### src/design/cpu_params.svh
// CPU configuration macros
// Word width, register file size, memory depths and opcode field width
// for the five-stage pipelined core
`ifndef CPU_PARAMS_SVH
`define CPU_PARAMS_SVH

// One data or instruction word
`define CPU_DATA_W 16

// General purpose registers
`define CPU_REG_CNT 8

// Instruction and data memory sizes in words
`define CPU_IMEM_DEPTH 256
`define CPU_DMEM_DEPTH 256

// Opcode field in instr[15:11]
`define CPU_OPC_W 5

`endif

### src/design/cpu_pkg.sv
// Shared types for the pipelined CPU
// Word and register index types, instruction opcodes and the ALU
// operations selected by decode
`default_nettype none
`include "cpu_params.svh"

package cpu_pkg;

   typedef logic [`CPU_DATA_W-1:0] word_t;
   typedef logic [$clog2(`CPU_REG_CNT)-1:0] reg_idx_t;

   // Any code not listed here is illegal
   // R-type codes 110xx carry the ALU operation in their low bits
   typedef enum logic [`CPU_OPC_W-1:0] {
      OPC_HALT = 5'b00000,
      OPC_NOP  = 5'b00001,
      OPC_J    = 5'b00100,
      OPC_ADDI = 5'b01000,
      OPC_BEQZ = 5'b01100,
      OPC_BNEZ = 5'b01101,
      OPC_ST   = 5'b10000,
      OPC_LD   = 5'b10001,
      OPC_ADD  = 5'b11000,
      OPC_SUB  = 5'b11001,
      OPC_AND  = 5'b11010,
      OPC_XOR  = 5'b11011
   } opcode_e;

   typedef enum logic [2:0] {
      ALU_ADD    = 3'd0,
      ALU_SUB    = 3'd1,
      ALU_AND    = 3'd2,
      ALU_XOR    = 3'd3,
      ALU_PASS_A = 3'd4
   } alu_op_e;

endpackage
`default_nettype wire

### src/design/decode.sv
// Instruction decode stage
// Turns the opcode into control, reads the register file with write-through
// from writeback, sign-extends the immediate and registers the
// decode/execute bundle. Also tracks HALT and the sticky illegal-opcode error
`default_nettype none
`include "cpu_params.svh"

module decode (
   input  wire                     clk,
   input  wire                     arst_n,
   input  wire                     redirect,
   input  wire                     stall,
   input  wire                     fd_valid,
   input  wire cpu_pkg::word_t     fd_instr,
   input  wire cpu_pkg::word_t     fd_pc_next,
   input  wire                     wb_en,
   input  wire cpu_pkg::reg_idx_t  wb_reg,
   input  wire cpu_pkg::word_t     wb_data,
   output cpu_pkg::reg_idx_t       rs,
   output cpu_pkg::reg_idx_t       rt,
   output logic                    use_rs,
   output logic                    use_rt,
   output logic                    halt_seen,
   output logic                    err,
   output logic                    de_valid,
   output cpu_pkg::alu_op_e        de_alu_op,
   output logic                    de_use_imm,
   output cpu_pkg::word_t          de_a,
   output cpu_pkg::word_t          de_b,
   output cpu_pkg::word_t          de_imm,
   output cpu_pkg::word_t          de_pc_next,
   output logic                    de_wr_en,
   output cpu_pkg::reg_idx_t       de_wr_reg,
   output logic                    de_mem_rd,
   output logic                    de_mem_wr,
   output cpu_pkg::opcode_e        de_branch_kind,
   output logic                    de_halt
);

   cpu_pkg::word_t    rf [`CPU_REG_CNT];
   cpu_pkg::word_t    rd_a;
   cpu_pkg::word_t    rd_b;
   cpu_pkg::word_t    imm;
   cpu_pkg::opcode_e  opc;
   cpu_pkg::opcode_e  branch_kind;
   cpu_pkg::alu_op_e  alu_op;
   cpu_pkg::reg_idx_t wr_reg;
   logic              need_rs;
   logic              need_rt;
   logic              use_imm;
   logic              wr_en;
   logic              mem_rd;
   logic              mem_wr;
   logic              is_halt;
   logic              illegal;
   logic              take;
   logic              halt_q;

   assign opc    = cpu_pkg::opcode_e'(fd_instr[15:11]);
   assign rs     = fd_instr[10:8];
   assign rt     = fd_instr[7:5];
   assign use_rs = fd_valid && need_rs;
   assign use_rt = fd_valid && need_rt;

   always_comb begin
      alu_op      = cpu_pkg::ALU_PASS_A;
      branch_kind = cpu_pkg::OPC_NOP;
      imm         = cpu_pkg::word_t'($signed(fd_instr[4:0]));
      wr_reg      = fd_instr[7:5];
      need_rs     = 1'b0;
      need_rt     = 1'b0;
      use_imm     = 1'b0;
      wr_en       = 1'b0;
      mem_rd      = 1'b0;
      mem_wr      = 1'b0;
      is_halt     = 1'b0;
      illegal     = 1'b0;
      case (opc)
         cpu_pkg::OPC_ADD,
         cpu_pkg::OPC_SUB,
         cpu_pkg::OPC_AND,
         cpu_pkg::OPC_XOR: begin
            // rd = rs op rt, op taken from the opcode's low bits
            alu_op  = cpu_pkg::alu_op_e'({1'b0, fd_instr[12:11]});
            need_rs = 1'b1;
            need_rt = 1'b1;
            wr_en   = 1'b1;
            wr_reg  = fd_instr[4:2];
         end
         cpu_pkg::OPC_ADDI,
         cpu_pkg::OPC_LD,
         cpu_pkg::OPC_ST: begin
            // Address or sum is rs + imm5, ST stores rt
            alu_op  = cpu_pkg::ALU_ADD;
            use_imm = 1'b1;
            need_rs = 1'b1;
            need_rt = (opc == cpu_pkg::OPC_ST);
            wr_en   = (opc != cpu_pkg::OPC_ST);
            mem_rd  = (opc == cpu_pkg::OPC_LD);
            mem_wr  = (opc == cpu_pkg::OPC_ST);
         end
         cpu_pkg::OPC_BEQZ,
         cpu_pkg::OPC_BNEZ: begin
            need_rs     = 1'b1;
            imm         = cpu_pkg::word_t'($signed(fd_instr[7:0]));
            branch_kind = opc;
         end
         cpu_pkg::OPC_J: begin
            imm         = cpu_pkg::word_t'($signed(fd_instr[10:0]));
            branch_kind = opc;
         end
         cpu_pkg::OPC_NOP: begin
         end
         cpu_pkg::OPC_HALT: is_halt = 1'b1;
         default:           illegal = 1'b1;
      endcase
   end

   // Write-through so a same-cycle writeback is seen by the reader
   assign rd_a = (wb_en && wb_reg == rs) ? wb_data : rf[rs];
   assign rd_b = (wb_en && wb_reg == rt) ? wb_data : rf[rt];

   always_ff @(posedge clk) begin
      if (wb_en) begin
         rf[wb_reg] <= wb_data;
      end
   end

   assign take      = fd_valid && !stall && !redirect;
   assign halt_seen = halt_q || (fd_valid && !redirect && (is_halt || illegal));

   always_ff @(posedge clk or negedge arst_n) begin
      if (!arst_n) begin
         halt_q <= 1'b0;
         err    <= 1'b0;
      end else if (take) begin
         if (is_halt || illegal) begin
            halt_q <= 1'b1;
         end
         if (illegal) begin
            err <= 1'b1;
         end
      end
   end

   // Bubble on stall, redirect or empty input
   always_ff @(posedge clk or negedge arst_n) begin
      if (!arst_n) begin
         de_valid       <= 1'b0;
         de_wr_en       <= 1'b0;
         de_mem_rd      <= 1'b0;
         de_mem_wr      <= 1'b0;
         de_halt        <= 1'b0;
         de_branch_kind <= cpu_pkg::OPC_NOP;
      end else begin
         de_valid       <= take;
         de_wr_en       <= take && wr_en;
         de_mem_rd      <= take && mem_rd;
         de_mem_wr      <= take && mem_wr;
         de_halt        <= take && (is_halt || illegal);
         de_branch_kind <= take ? branch_kind : cpu_pkg::OPC_NOP;
      end
   end

   always_ff @(posedge clk) begin
      de_alu_op  <= alu_op;
      de_use_imm <= use_imm;
      de_a       <= rd_a;
      de_b       <= rd_b;
      de_imm     <= imm;
      de_pc_next <= fd_pc_next;
      de_wr_reg  <= wr_reg;
   end

endmodule
`default_nettype wire

### config.mk
export PLATFORM = sky130hd
export DESIGN_NAME = decode
export DESIGN_NICKNAME = d
export VERILOG_FILES = /design/src/design/cpu_pkg.sv /design/src/design/decode.sv
export VERILOG_INCLUDE_DIRS = /design/src /design/src/design
export SDC_FILE = /design/constraint.sdc
export NUM_CORES = 1
export LEC_CHECK = 0
export BUFFER_PORTS_ARGS = -buffer_cell sky130_fd_sc_hd__buf_2
export CORE_ASPECT_RATIO = 1.5
export CORE_MARGIN = 5
export CORE_UTILIZATION = 40
export CTS_CLUSTER_DIAMETER = 200
export DETAILED_ROUTE_END_ITERATION = 16
export PLACE_DENSITY = 0.73
export SLEW_MARGIN = 20
export SYNTH_ARGS = -nofsm -noshare
export SYNTH_HDL_FRONTEND = slang
export SYNTH_SLANG_ARGS = --single-unit
export TNS_END_PERCENT = 5
### constraint.sdc
create_clock -name clk -period 1.7 [get_ports clk]
set_input_delay 0.17 -clock clk [delete_from_list [all_inputs] [get_ports clk]]
set_output_delay 0.17 -clock clk [all_outputs]
set_load 0.01 [all_outputs]
==> run summary, run 1 <==
status = complete, but fails checks
failing checks = negative setup slack
type of the tightest min-delay check = in2reg
final WL = 18.0 mm
fin util = 0.512
CP Class = reg2out
leakage power = 0.00372 uW
Flop pwr share = 0.509
Final Cycle Share = 1.28
Critical Path Sink Type = output port
Most Used Layer, Global Route = met2
chip height = 180 microns
met2 Track Usage GR = 0.302
setup ws final = -480 ps
pin count of the biggest net entering global routing = 33
flop-to-flop setup slack = 950 ps
CP arrival = 2010 ps
Wirelength per Cell = 21.2 microns
internal cell power = 7390 uW
layout cells sized above 1 = 0.474
Setup Skew = 0 ps
largest fanout on the critical path = 9
layout net count = 636
hold_sp = wb_data[4]
core region area = 0.0190 sq mm
clk buf depth = 2
R2R depth = 2
CTS clk-pin slew, worst paths = 60 ps
clock share of power = 0.378
final worst path period need = 2180 ps
crit start category = flip-flop
initial antenna violation count = 0
Comb power frac = 0.113
most frequent cells in the layout = buf_2 (133), edfxtp_1 (128), mux4_2 (39)
sw frac = 0.238
max reg flops = 128
commonest non-fill, non-tap cell in the layout = buf_2
Max Clk Rate = 0.459 GHz
Pwr per Cell Area = 997 mW/mm^2
CTS tree = yes
GRT Total Usage = 0.168
fillcell total = 1526
worst vdd ir = 673 uV
Clock Latency Late Sink = 410 ps
met3 usage = 0.0465
Ant. Diodes = 0
CTS Buf Count = 17
Hold WS = 15.9 ps
Seq/Total Area, Yosys = 0.645
gr ovfl total = 0
die area = 0.0221 sq mm
root buf cell = clkbuf_16
# rows = 62
GP Congestion = 0.858
DP Wirelength = 11.5 mm
Hold Vio Cnt, Final = 0
top cell type's share of synthesized area = 0.501
Largest Register = rf
max-slew violation count = 0
Max H-tree Level = 4
Syn Inst Count = 396
DR pass1 iterations = 4
post-detailed-route count of antenna-violating nets = 0
global-route wire length before repair = 27.8 mm
mean post-synth cell area = 19.4 sq um
distinct cell type count after synthesis = 39
CTS sink cnt = 180
number of global-route vias before repair = 4954
via count = 4422
number of synthesized register bits = 180
I/O pins = 148
Die X = 123 microns
max_cap viols = 0
cell area after synthesis = 0.00767 sq mm
biggest regs = rf (128), de_pc_next (16), de_imm (11)
Final Setup Violations = 32
WHS Path Cells = 1
RSZ-0062 raised after global routing = true
DRC viols = 0
I/O Buffers = 147
vias per inst = 5.22
Syn. warnings = 0
Reg2Reg Capture Point = err
Net Switching = 2310 uW
Area Overhead vs Synth = 26.7%
Initial Util = 0.404
Synth area leaders = edfxtp_1 (50%), mux4_1 (19%), dfxtp_1 (10%), mux2_2 (5.0%), dfrtp_1 (3.6%)
starting DRC count in detailed routing = 232
largest area contributor in the netlist = edfxtp_1
met1 usage = 0.191
reg2reg start = err
Hold EP = rf[3][4]
Critical Path RT = 1530 ps
## kinds of logic after synthesis
group                  synth area share
DFF                               0.645
muxes                             0.265
buffers and inverters            0.0375
and+or+nand+nor                  0.0316
AOI/OAI and AO/OA                0.0205
other                          0.000489
## metal layers
metal / share of wire / vias to the layer above
met5: 0 / -
met3: 0.069 / 21
met2: 0.54 / 183
met4: 0.020 / 0
li1: - / 1975
met1: 0.37 / 2243
## stage by stage
step                      setup TNS, ps  setup slack [ps]  cell area [sq um]  cells  power [uW]
final                            -12970              -480               9720    847        9700
after floorplan                   -1630              -102               7680    397        5560
after global routing             -15060              -532               9720    847       10100
after detailed placement           -998             -62.9               8790    785        5980
after global placement             -567             -50.2               8790    785        5940
after CTS                        -14710              -509               9770    849        9790
## Yosys cell counts
library cell	instances
a211oi_1	2
mux2_2	34
and2_1	1
buf_6	8
a31o_2	1
nor4b_1	2
o41ai_1	1
dfrtp_1	11
a21oi_1	2
o21a_1	1
a2111oi_0	1
edfxtp_1	128
clkbuf_1	5
o32ai_1	1
o211ai_1	6
buf_4	11
nand3_1	1
o21ai_0	6
clkbuf_2	2
nor3b_1	1
nor3_1	4
mux4_2	8
nand2_1	5
nand4_1	2
or3b_2	1
a31oi_1	1
nand3b_1	2
nor4_1	1
nor2_1	15
nand2b_1	7
conb_1	1
o311ai_0	1
dfstp_2	1
nor2b_1	4
buf_1	6
mux4_1	56
dfxtp_1	40
buf_2	3
inv_1	13
## worst max path at each step
| stage | end | slack [ps] | startpoint | cells past startpoint |
|---|---|---|---|---|
| 6_report | de_b[5] | -480 | flip-flop | 4 |
| 5_1_grt | de_b[15] | -530 | flip-flop | 4 |
| 4_1_cts | de_b[15] | -510 | flip-flop | 4 |
| 3_5_place_dp | de_b[3] | -60 | flip-flop | 4 |
| 3_3_place_gp | de_b[14] | -50 | flip-flop | 4 |
| 2_1_floorplan | rf[4][0] | -100 | wb_en | 2 |
## final cells by class
cell class	instances	area, sq um	area share
multi-input combinational	169	2380	0.245
clock inverter	14	133	0.0136
clock buffer	17	425	0.0438
sequential	180	4950	0.510
timing repair buffer	198	1460	0.150
tap	256	320	0.0329
inverter	13	48.8	0.00502
## power by group through the flow
stage	Clock [uW]	Sequential, uW	Combinational [uW]
final	3670	4930	1100
after detailed placement	0	5020	957
after floorplan	0	5030	530
after global routing	3960	4950	1180
after global placement	0	5010	936
after CTS	3750	4930	1110
## worst max-delay path, stage by stage, from the launching register on
cell and delay, ps:
dfxtp_4 430, buf_12 160, mux4_1 560, mux2_2 300
buf_2 150
## repair_timing
item	4_1_cts	5_1_grt
setup buffers	2	0
pin swaps	0	0
endpoints found under the hold margin	49	0
hold buffers	29	0
resized for setup	52	15
gates cloned	2	0
setup endpoints to repair	32	32
Power figures use the tool's default switching activity.
==> run 2, diff against run 1 <==
PLACE_DENSITY = default   (was 0.73)
SKIP_CTS_REPAIR_TIMING = 1   (was default)
==> run summary, run 2 (same netlist as run 1, synthesis figures left out) <==
final WL = 17.8 mm (was 18.0 mm)
clk buf depth = 2 (unchanged)
Initial Util = 0.404 (unchanged)
Largest Register = rf (unchanged)
max_cap viols = 0 (unchanged)
fin util = 0.514 (was 0.512)
Clock Latency Late Sink = 410 ps (about the same)
reg2reg start = err (unchanged)
layout cells sized above 1 = 0.456 (was 0.474)
CTS tree = yes (unchanged)
core region area = 0.0190 sq mm (unchanged)
CTS clk-pin slew, worst paths = 60 ps (about the same)
Area Overhead vs Synth = 27.3% (was 26.7%)
number of global-route vias before repair = 4695 (was 4954)
CTS sink cnt = 180 (unchanged)
Multi-input gate area = 0.00241 sq mm (was 0.00238 sq mm)
Hold Vio Cnt, Final = 0 (unchanged)
biggest regs = rf (128), de_pc_next (16), de_imm (11) (unchanged)
I/O Buffers = 147 (unchanged)
Final Setup Violations = 32 (unchanged)
setup ws final = -481 ps (was -480 ps)
post-detailed-route count of antenna-violating nets = 0 (unchanged)
vias per inst = 5.16 (was 5.22)
Flop pwr share = 0.495 (was 0.509)
most frequent cells in the layout = buf_2 (136), edfxtp_1 (128), dfxtp_1 (38) (was buf_2 (133), edfxtp_1 (128), mux4_2 (39))
global-route wire length before repair = 25.8 mm (was 27.8 mm)
failing checks = negative setup slack (unchanged)
Max Clk Rate = 0.458 GHz (was 0.459 GHz)
GRT Total Usage = 0.158 (was 0.168)
Wirelength per Cell = 21.0 microns (was 21.2 microns)
met2 Track Usage GR = 0.296 (was 0.302)
starting DRC count in detailed routing = 299 (was 232)
initial antenna violation count = 1 (was 0)
dpl cells = 786 (was 785)
Setup Skew = 0 ps (unchanged)
root buf cell = clkbuf_16 (unchanged)
Critical Path Sink Type = output port (unchanged)
internal cell power = 7770 uW (was 7390 uW)
layout net count = 636 (unchanged)
via count = 4384 (was 4422)
Die X = 123 microns (unchanged)
commonest non-fill, non-tap cell in the layout = buf_2 (unchanged)
DRC viols = 0 (unchanged)
Reg2Reg Capture Point = err (unchanged)
met1 usage = 0.170 (was 0.191)
type of the tightest min-delay check = in2reg (unchanged)
Critical Path RT = 1530 ps (about the same)
pin count of the biggest net entering global routing = 33 (unchanged)
Most Used Layer, Global Route = met2 (unchanged)
# rows = 62 (unchanged)
met3 usage = 0.0425 (was 0.0465)
largest fanout on the critical path = 6 (was 9)
die area = 0.0221 sq mm (unchanged)
RSZ-0062 raised after global routing = true (unchanged)
Pwr per Cell Area = 1020 mW/mm^2 (was 997 mW/mm^2)
max-slew violation count = 0 (unchanged)
sw frac = 0.220 (was 0.238)
fillcell total = 1552 (was 1526)
max reg flops = 128 (unchanged)
CTS Buf Count = 17 (unchanged)
Final Cycle Share = 1.28 (about the same)
R2R depth = 2 (unchanged)
worst vdd ir = 570 uV (was 673 uV)
final worst path period need = 2180 ps (about the same)
clock share of power = 0.397 (was 0.378)
leakage power = 0.00376 uW (was 0.00372 uW)
Max H-tree Level = 4 (unchanged)
hold_sp = wb_data[14] (was wb_data[4])
Hold EP = rf[7][14] (was rf[3][4])
DP Wirelength = 11.3 mm (was 11.5 mm)
DR pass1 iterations = 5 (was 4)
Comb power frac = 0.108 (was 0.113)
CP Class = reg2out (unchanged)
chip height = 180 microns (unchanged)
Net Switching = 2190 uW (was 2310 uW)
I/O pins = 148 (unchanged)
status = complete, but fails checks (unchanged)
crit start category = flip-flop (unchanged)
gr ovfl total = 0 (unchanged)
flop-to-flop setup slack = 960 ps (was 950 ps)
GP Congestion = 0.850 (was 0.858)
final non-filler cell total = 849 (was 847)
CP arrival = 2010 ps (about the same)
WHS Path Cells = 1 (unchanged)
register area = 0.00495 sq mm (unchanged)
## run 2: cell count changes in the layout (fill, tap and decap cells not counted), sizes merged
cell         before  now
inv              22   18
clkinv            3    4
bufinv            0    3
dlygate4sd3      29   28
diode             0    1
clkbuf           17   20
buf             169  168
## run 2: metal layers
layer / part of all wire / wire length (microns)
met5: 0 / 0
met4: 0.016 / 281
met3: 0.060 / 1080
met2: 0.55 / 9770
met1: 0.38 / 6720
## run 2: layout make-up
class / count / share of cell area
antenna: 1 / 0.000256
clock inverter: 14 / 0.0178
inverter: 13 / 0.00500
sequential: 180 / 0.507
clock buffer: 18 / 0.0439
timing repair buffer: 198 / 0.146
tap: 256 / 0.0328
multi-input combinational: 169 / 0.247
## run 2: critical path, cell delays in order, from the launching register on
cell and delay [ps]:
dfxtp_4 430, buf_6 160, mux4_1 580, mux2_2 280, buf_2 140
## run 2: worst max-delay path by stage
stage	from	to	slack [ps]	cells past startpoint
final	flip-flop	de_b[4]	-480	4
after global routing	flip-flop	de_a[14]	-530	4
after CTS	flip-flop	de_a[4]	-540	4
after detailed placement	flip-flop	de_a[4]	-80	4
after global placement	flip-flop	de_b[4]	-60	4
after floorplan	wb_en	rf[4][0]	-100	2
## run 2: through the flow
step / setup WS (ps) / setup TNS (ps) / area (sq um) / hold slack, ps / power [uW]
floorplan: -102 / -1630 / 7680 / -126 / 5560
finish: -481 / -13680 / 9770 / 19.3 / 9960
global route: -527 / -15610 / 9770 / 6.46 / 10300
detailed placement: -80.2 / -730 / 8790 / 67.6 / 5970
CTS: -540 / -15380 / 9390 / -386 / 9930
global placement: -62.2 / -376 / 8790 / 71.5 / 5950
## run 2: power by group through the flow
stage	sequential (uW)	combinational [uW]	clock (uW)
after CTS	4920	958	4040
after detailed placement	5020	955	0
after global placement	5010	944	0
after global routing	4940	1150	4220
final	4930	1070	3960
after floorplan	5030	530	0
==> run 3, diff against run 2 <==
CORE_ASPECT_RATIO = 1.25   (was 1.5)
RECOVER_POWER = 25   (was default)
==> run summary, run 3 (same netlist as run 1, synthesis figures left out) <==
status = complete, but fails checks (unchanged)
failing checks = negative setup slack (unchanged)
max_cap viols = 0 (unchanged)
reg2reg start = err (unchanged)
CP cell instances = clkbuf_16, mux4_2, mux2_4, buf_6 (was buf_6, mux4_1, mux2_2, buf_2)
Reg2Reg Capture Point = err (unchanged)
Hold WS = 35.4 ps (was 19.3 ps)
clk buf depth = 2 (unchanged)
leakage power = 0.00370 uW (was 0.00376 uW)
die area = 0.0221 sq mm (about the same)
DRC viols = 0 (unchanged)
routed wl met2 = 9.81 mm (was 9.77 mm)
top sig layer = met5 (was met4)
Ant. Diodes = 0 (was 1)
Hold EP = rf[7][15] (was rf[7][14])
number of global-route vias before repair = 4600 (was 4695)
most frequent cells in the layout = edfxtp_1 (128), buf_2 (107), mux4_2 (57) (was buf_2 (136), edfxtp_1 (128), dfxtp_1 (38))
layout cells sized above 1 = 0.479 (was 0.456)
Worst path slowest cell = mux4_2 (was mux4_1)
CP arrival = 1980 ps (was 2010 ps)
I/O Buffers = 147 (unchanged)
flop-to-flop setup slack = 970 ps (was 960 ps)
largest fanout on the critical path = 8 (was 6)
# rows = 56 (was 62)
commonest non-fill, non-tap cell in the layout = edfxtp_1 (was buf_2)
M1 WL = 6.86 mm (was 6.72 mm)
Hold Vio Cnt, Final = 0 (unchanged)
Area Overhead vs Synth = 27.6% (was 27.3%)
max-slew violation count = 0 (unchanged)
I/O pins = 148 (unchanged)
gr ovfl total = 0 (unchanged)
setup ws final = -451 ps (was -481 ps)
Max H-tree Level = 4 (unchanged)
Power, Total = 9780 uW (was 9960 uW)
Die X = 134 microns (was 123 microns)
GRT Total Usage = 0.160 (was 0.158)
Clock Latency Late Sink = 420 ps (was 410 ps)
starting DRC count in detailed routing = 208 (was 299)
CTS tree = yes (unchanged)
CTS Buf Count = 17 (unchanged)
hold_sp = wb_data[15] (was wb_data[14])
type of the tightest min-delay check = in2reg (unchanged)
Max stage delay on crit path = 530 ps (was 580 ps)
RSZ-0062 raised after global routing = true (unchanged)
Critical Path RT = 1530 ps (about the same)
worst vdd ir = 662 uV (was 570 uV)
DP Wirelength = 11.1 mm (was 11.3 mm)
Final Setup Violations = 32 (unchanged)
Crit path max-delay family = multiplexers (unchanged)
vias per inst = 5.31 (was 5.16)
fillcell total = 1554 (was 1552)
biggest regs = rf (128), de_pc_next (16), de_imm (11) (unchanged)
global-route wire length before repair = 26.1 mm (was 25.8 mm)
setup TNS = -13400 ps (was -13680 ps)
root buf cell = clkbuf_16 (unchanged)
R2R depth = 2 (unchanged)
Initial Util = 0.407 (was 0.404)
chip height = 165 microns (was 180 microns)
Buf+Inv Stages, Crit Path = 2 (unchanged)
CTS sink cnt = 180 (unchanged)
Wirelength per Cell = 22.4 microns (was 21.0 microns)
Setup Skew = 0 ps (unchanged)
pin count of the biggest net entering global routing = 33 (unchanged)
Final Cycle Share = 1.27 (was 1.28)
CP Class = reg2out (unchanged)
layout net count = 635 (was 636)
max reg flops = 128 (unchanged)
final worst path period need = 2150 ps (was 2180 ps)
post-detailed-route count of antenna-violating nets = 0 (unchanged)
Pwr per Cell Area = 1000 mW/mm^2 (was 1020 mW/mm^2)
GP Congestion = 0.881 (was 0.850)
DR pass1 iterations = 5 (unchanged)
crit start category = flip-flop (unchanged)
Largest Register = rf (unchanged)
core region area = 0.0188 sq mm (was 0.0190 sq mm)
Max Clk Rate = 0.465 GHz (was 0.458 GHz)
initial antenna violation count = 1 (unchanged)
met3 routed WL = 1.51 mm (was 1.08 mm)
CTS clk-pin slew, worst paths = 70 ps (was 60 ps)
final WL = 18.4 mm (was 17.8 mm)
via count = 4369 (was 4384)
WHS Path Cells = 1 (unchanged)
Critical Path Sink Type = output port (unchanged)
run 3: cell types whose count changed in the layout (fill, tap and decap cells not counted), sizes merged:
cell / delta
bufinv: -3
clkinvlp: -2
buf: -18
inv: +3
clkinv: +3
diode: -1
clkbuf: +16
run 3: worst max path at each step:
stage	startpoint	to	slack, ps	depth (start not counted)
2_1_floorplan	wb_en	rf[4][0]	-100	2
3_3_place_gp	flip-flop	de_b[11]	-40	4
3_5_place_dp	flip-flop	de_a[11]	-70	4
4_1_cts	flip-flop	de_a[11]	-540	4
5_1_grt	flip-flop	de_b[9]	-520	4
6_report	flip-flop	de_a[0]	-450	4
run 3: metal layers:
metal  GRT usage  vias up
met2       0.289      172
met5           0        -
met4      0.0477        2
li1            -     1946
met3      0.0503       21
met1       0.182     2228
run 3: final cells by class:
type	instances	area [sq um]	share of cell area
Sequential cell	180	4950	0.506
Multi-Input combinational cell	169	2350	0.240
Timing Repair Buffer	197	1580	0.161
Clock buffer	17	425	0.0435
Tap cell	232	290	0.0297
Clock inverter	15	141	0.0144
Inverter	13	48.8	0.00499
run 3: per-stage QoR:
step / utilization / setup slack (ps) / instance area, sq um / cells
5_1_grt: 0.519 / -524 / 9790 / 823
4_1_cts: 0.495 / -538 / 9330 / 790
2_1_floorplan: - / -102 / 7680 / 397
3_3_place_gp: 0.465 / -42.8 / 8770 / 758
3_5_place_dp: 0.465 / -72.5 / 8770 / 758
6_report: 0.519 / -451 / 9790 / 823
run 3: power by group:
| part | internal [uW] | total, uW | switching, uW |
|---|---|---|---|
| Sequential | 4860 | 4940 | 73.8 |
| Clock | 1940 | 3680 | 1740 |
| Combinational | 651 | 1170 | 519 |
| Total | 7450 | 9780 | 2330 |
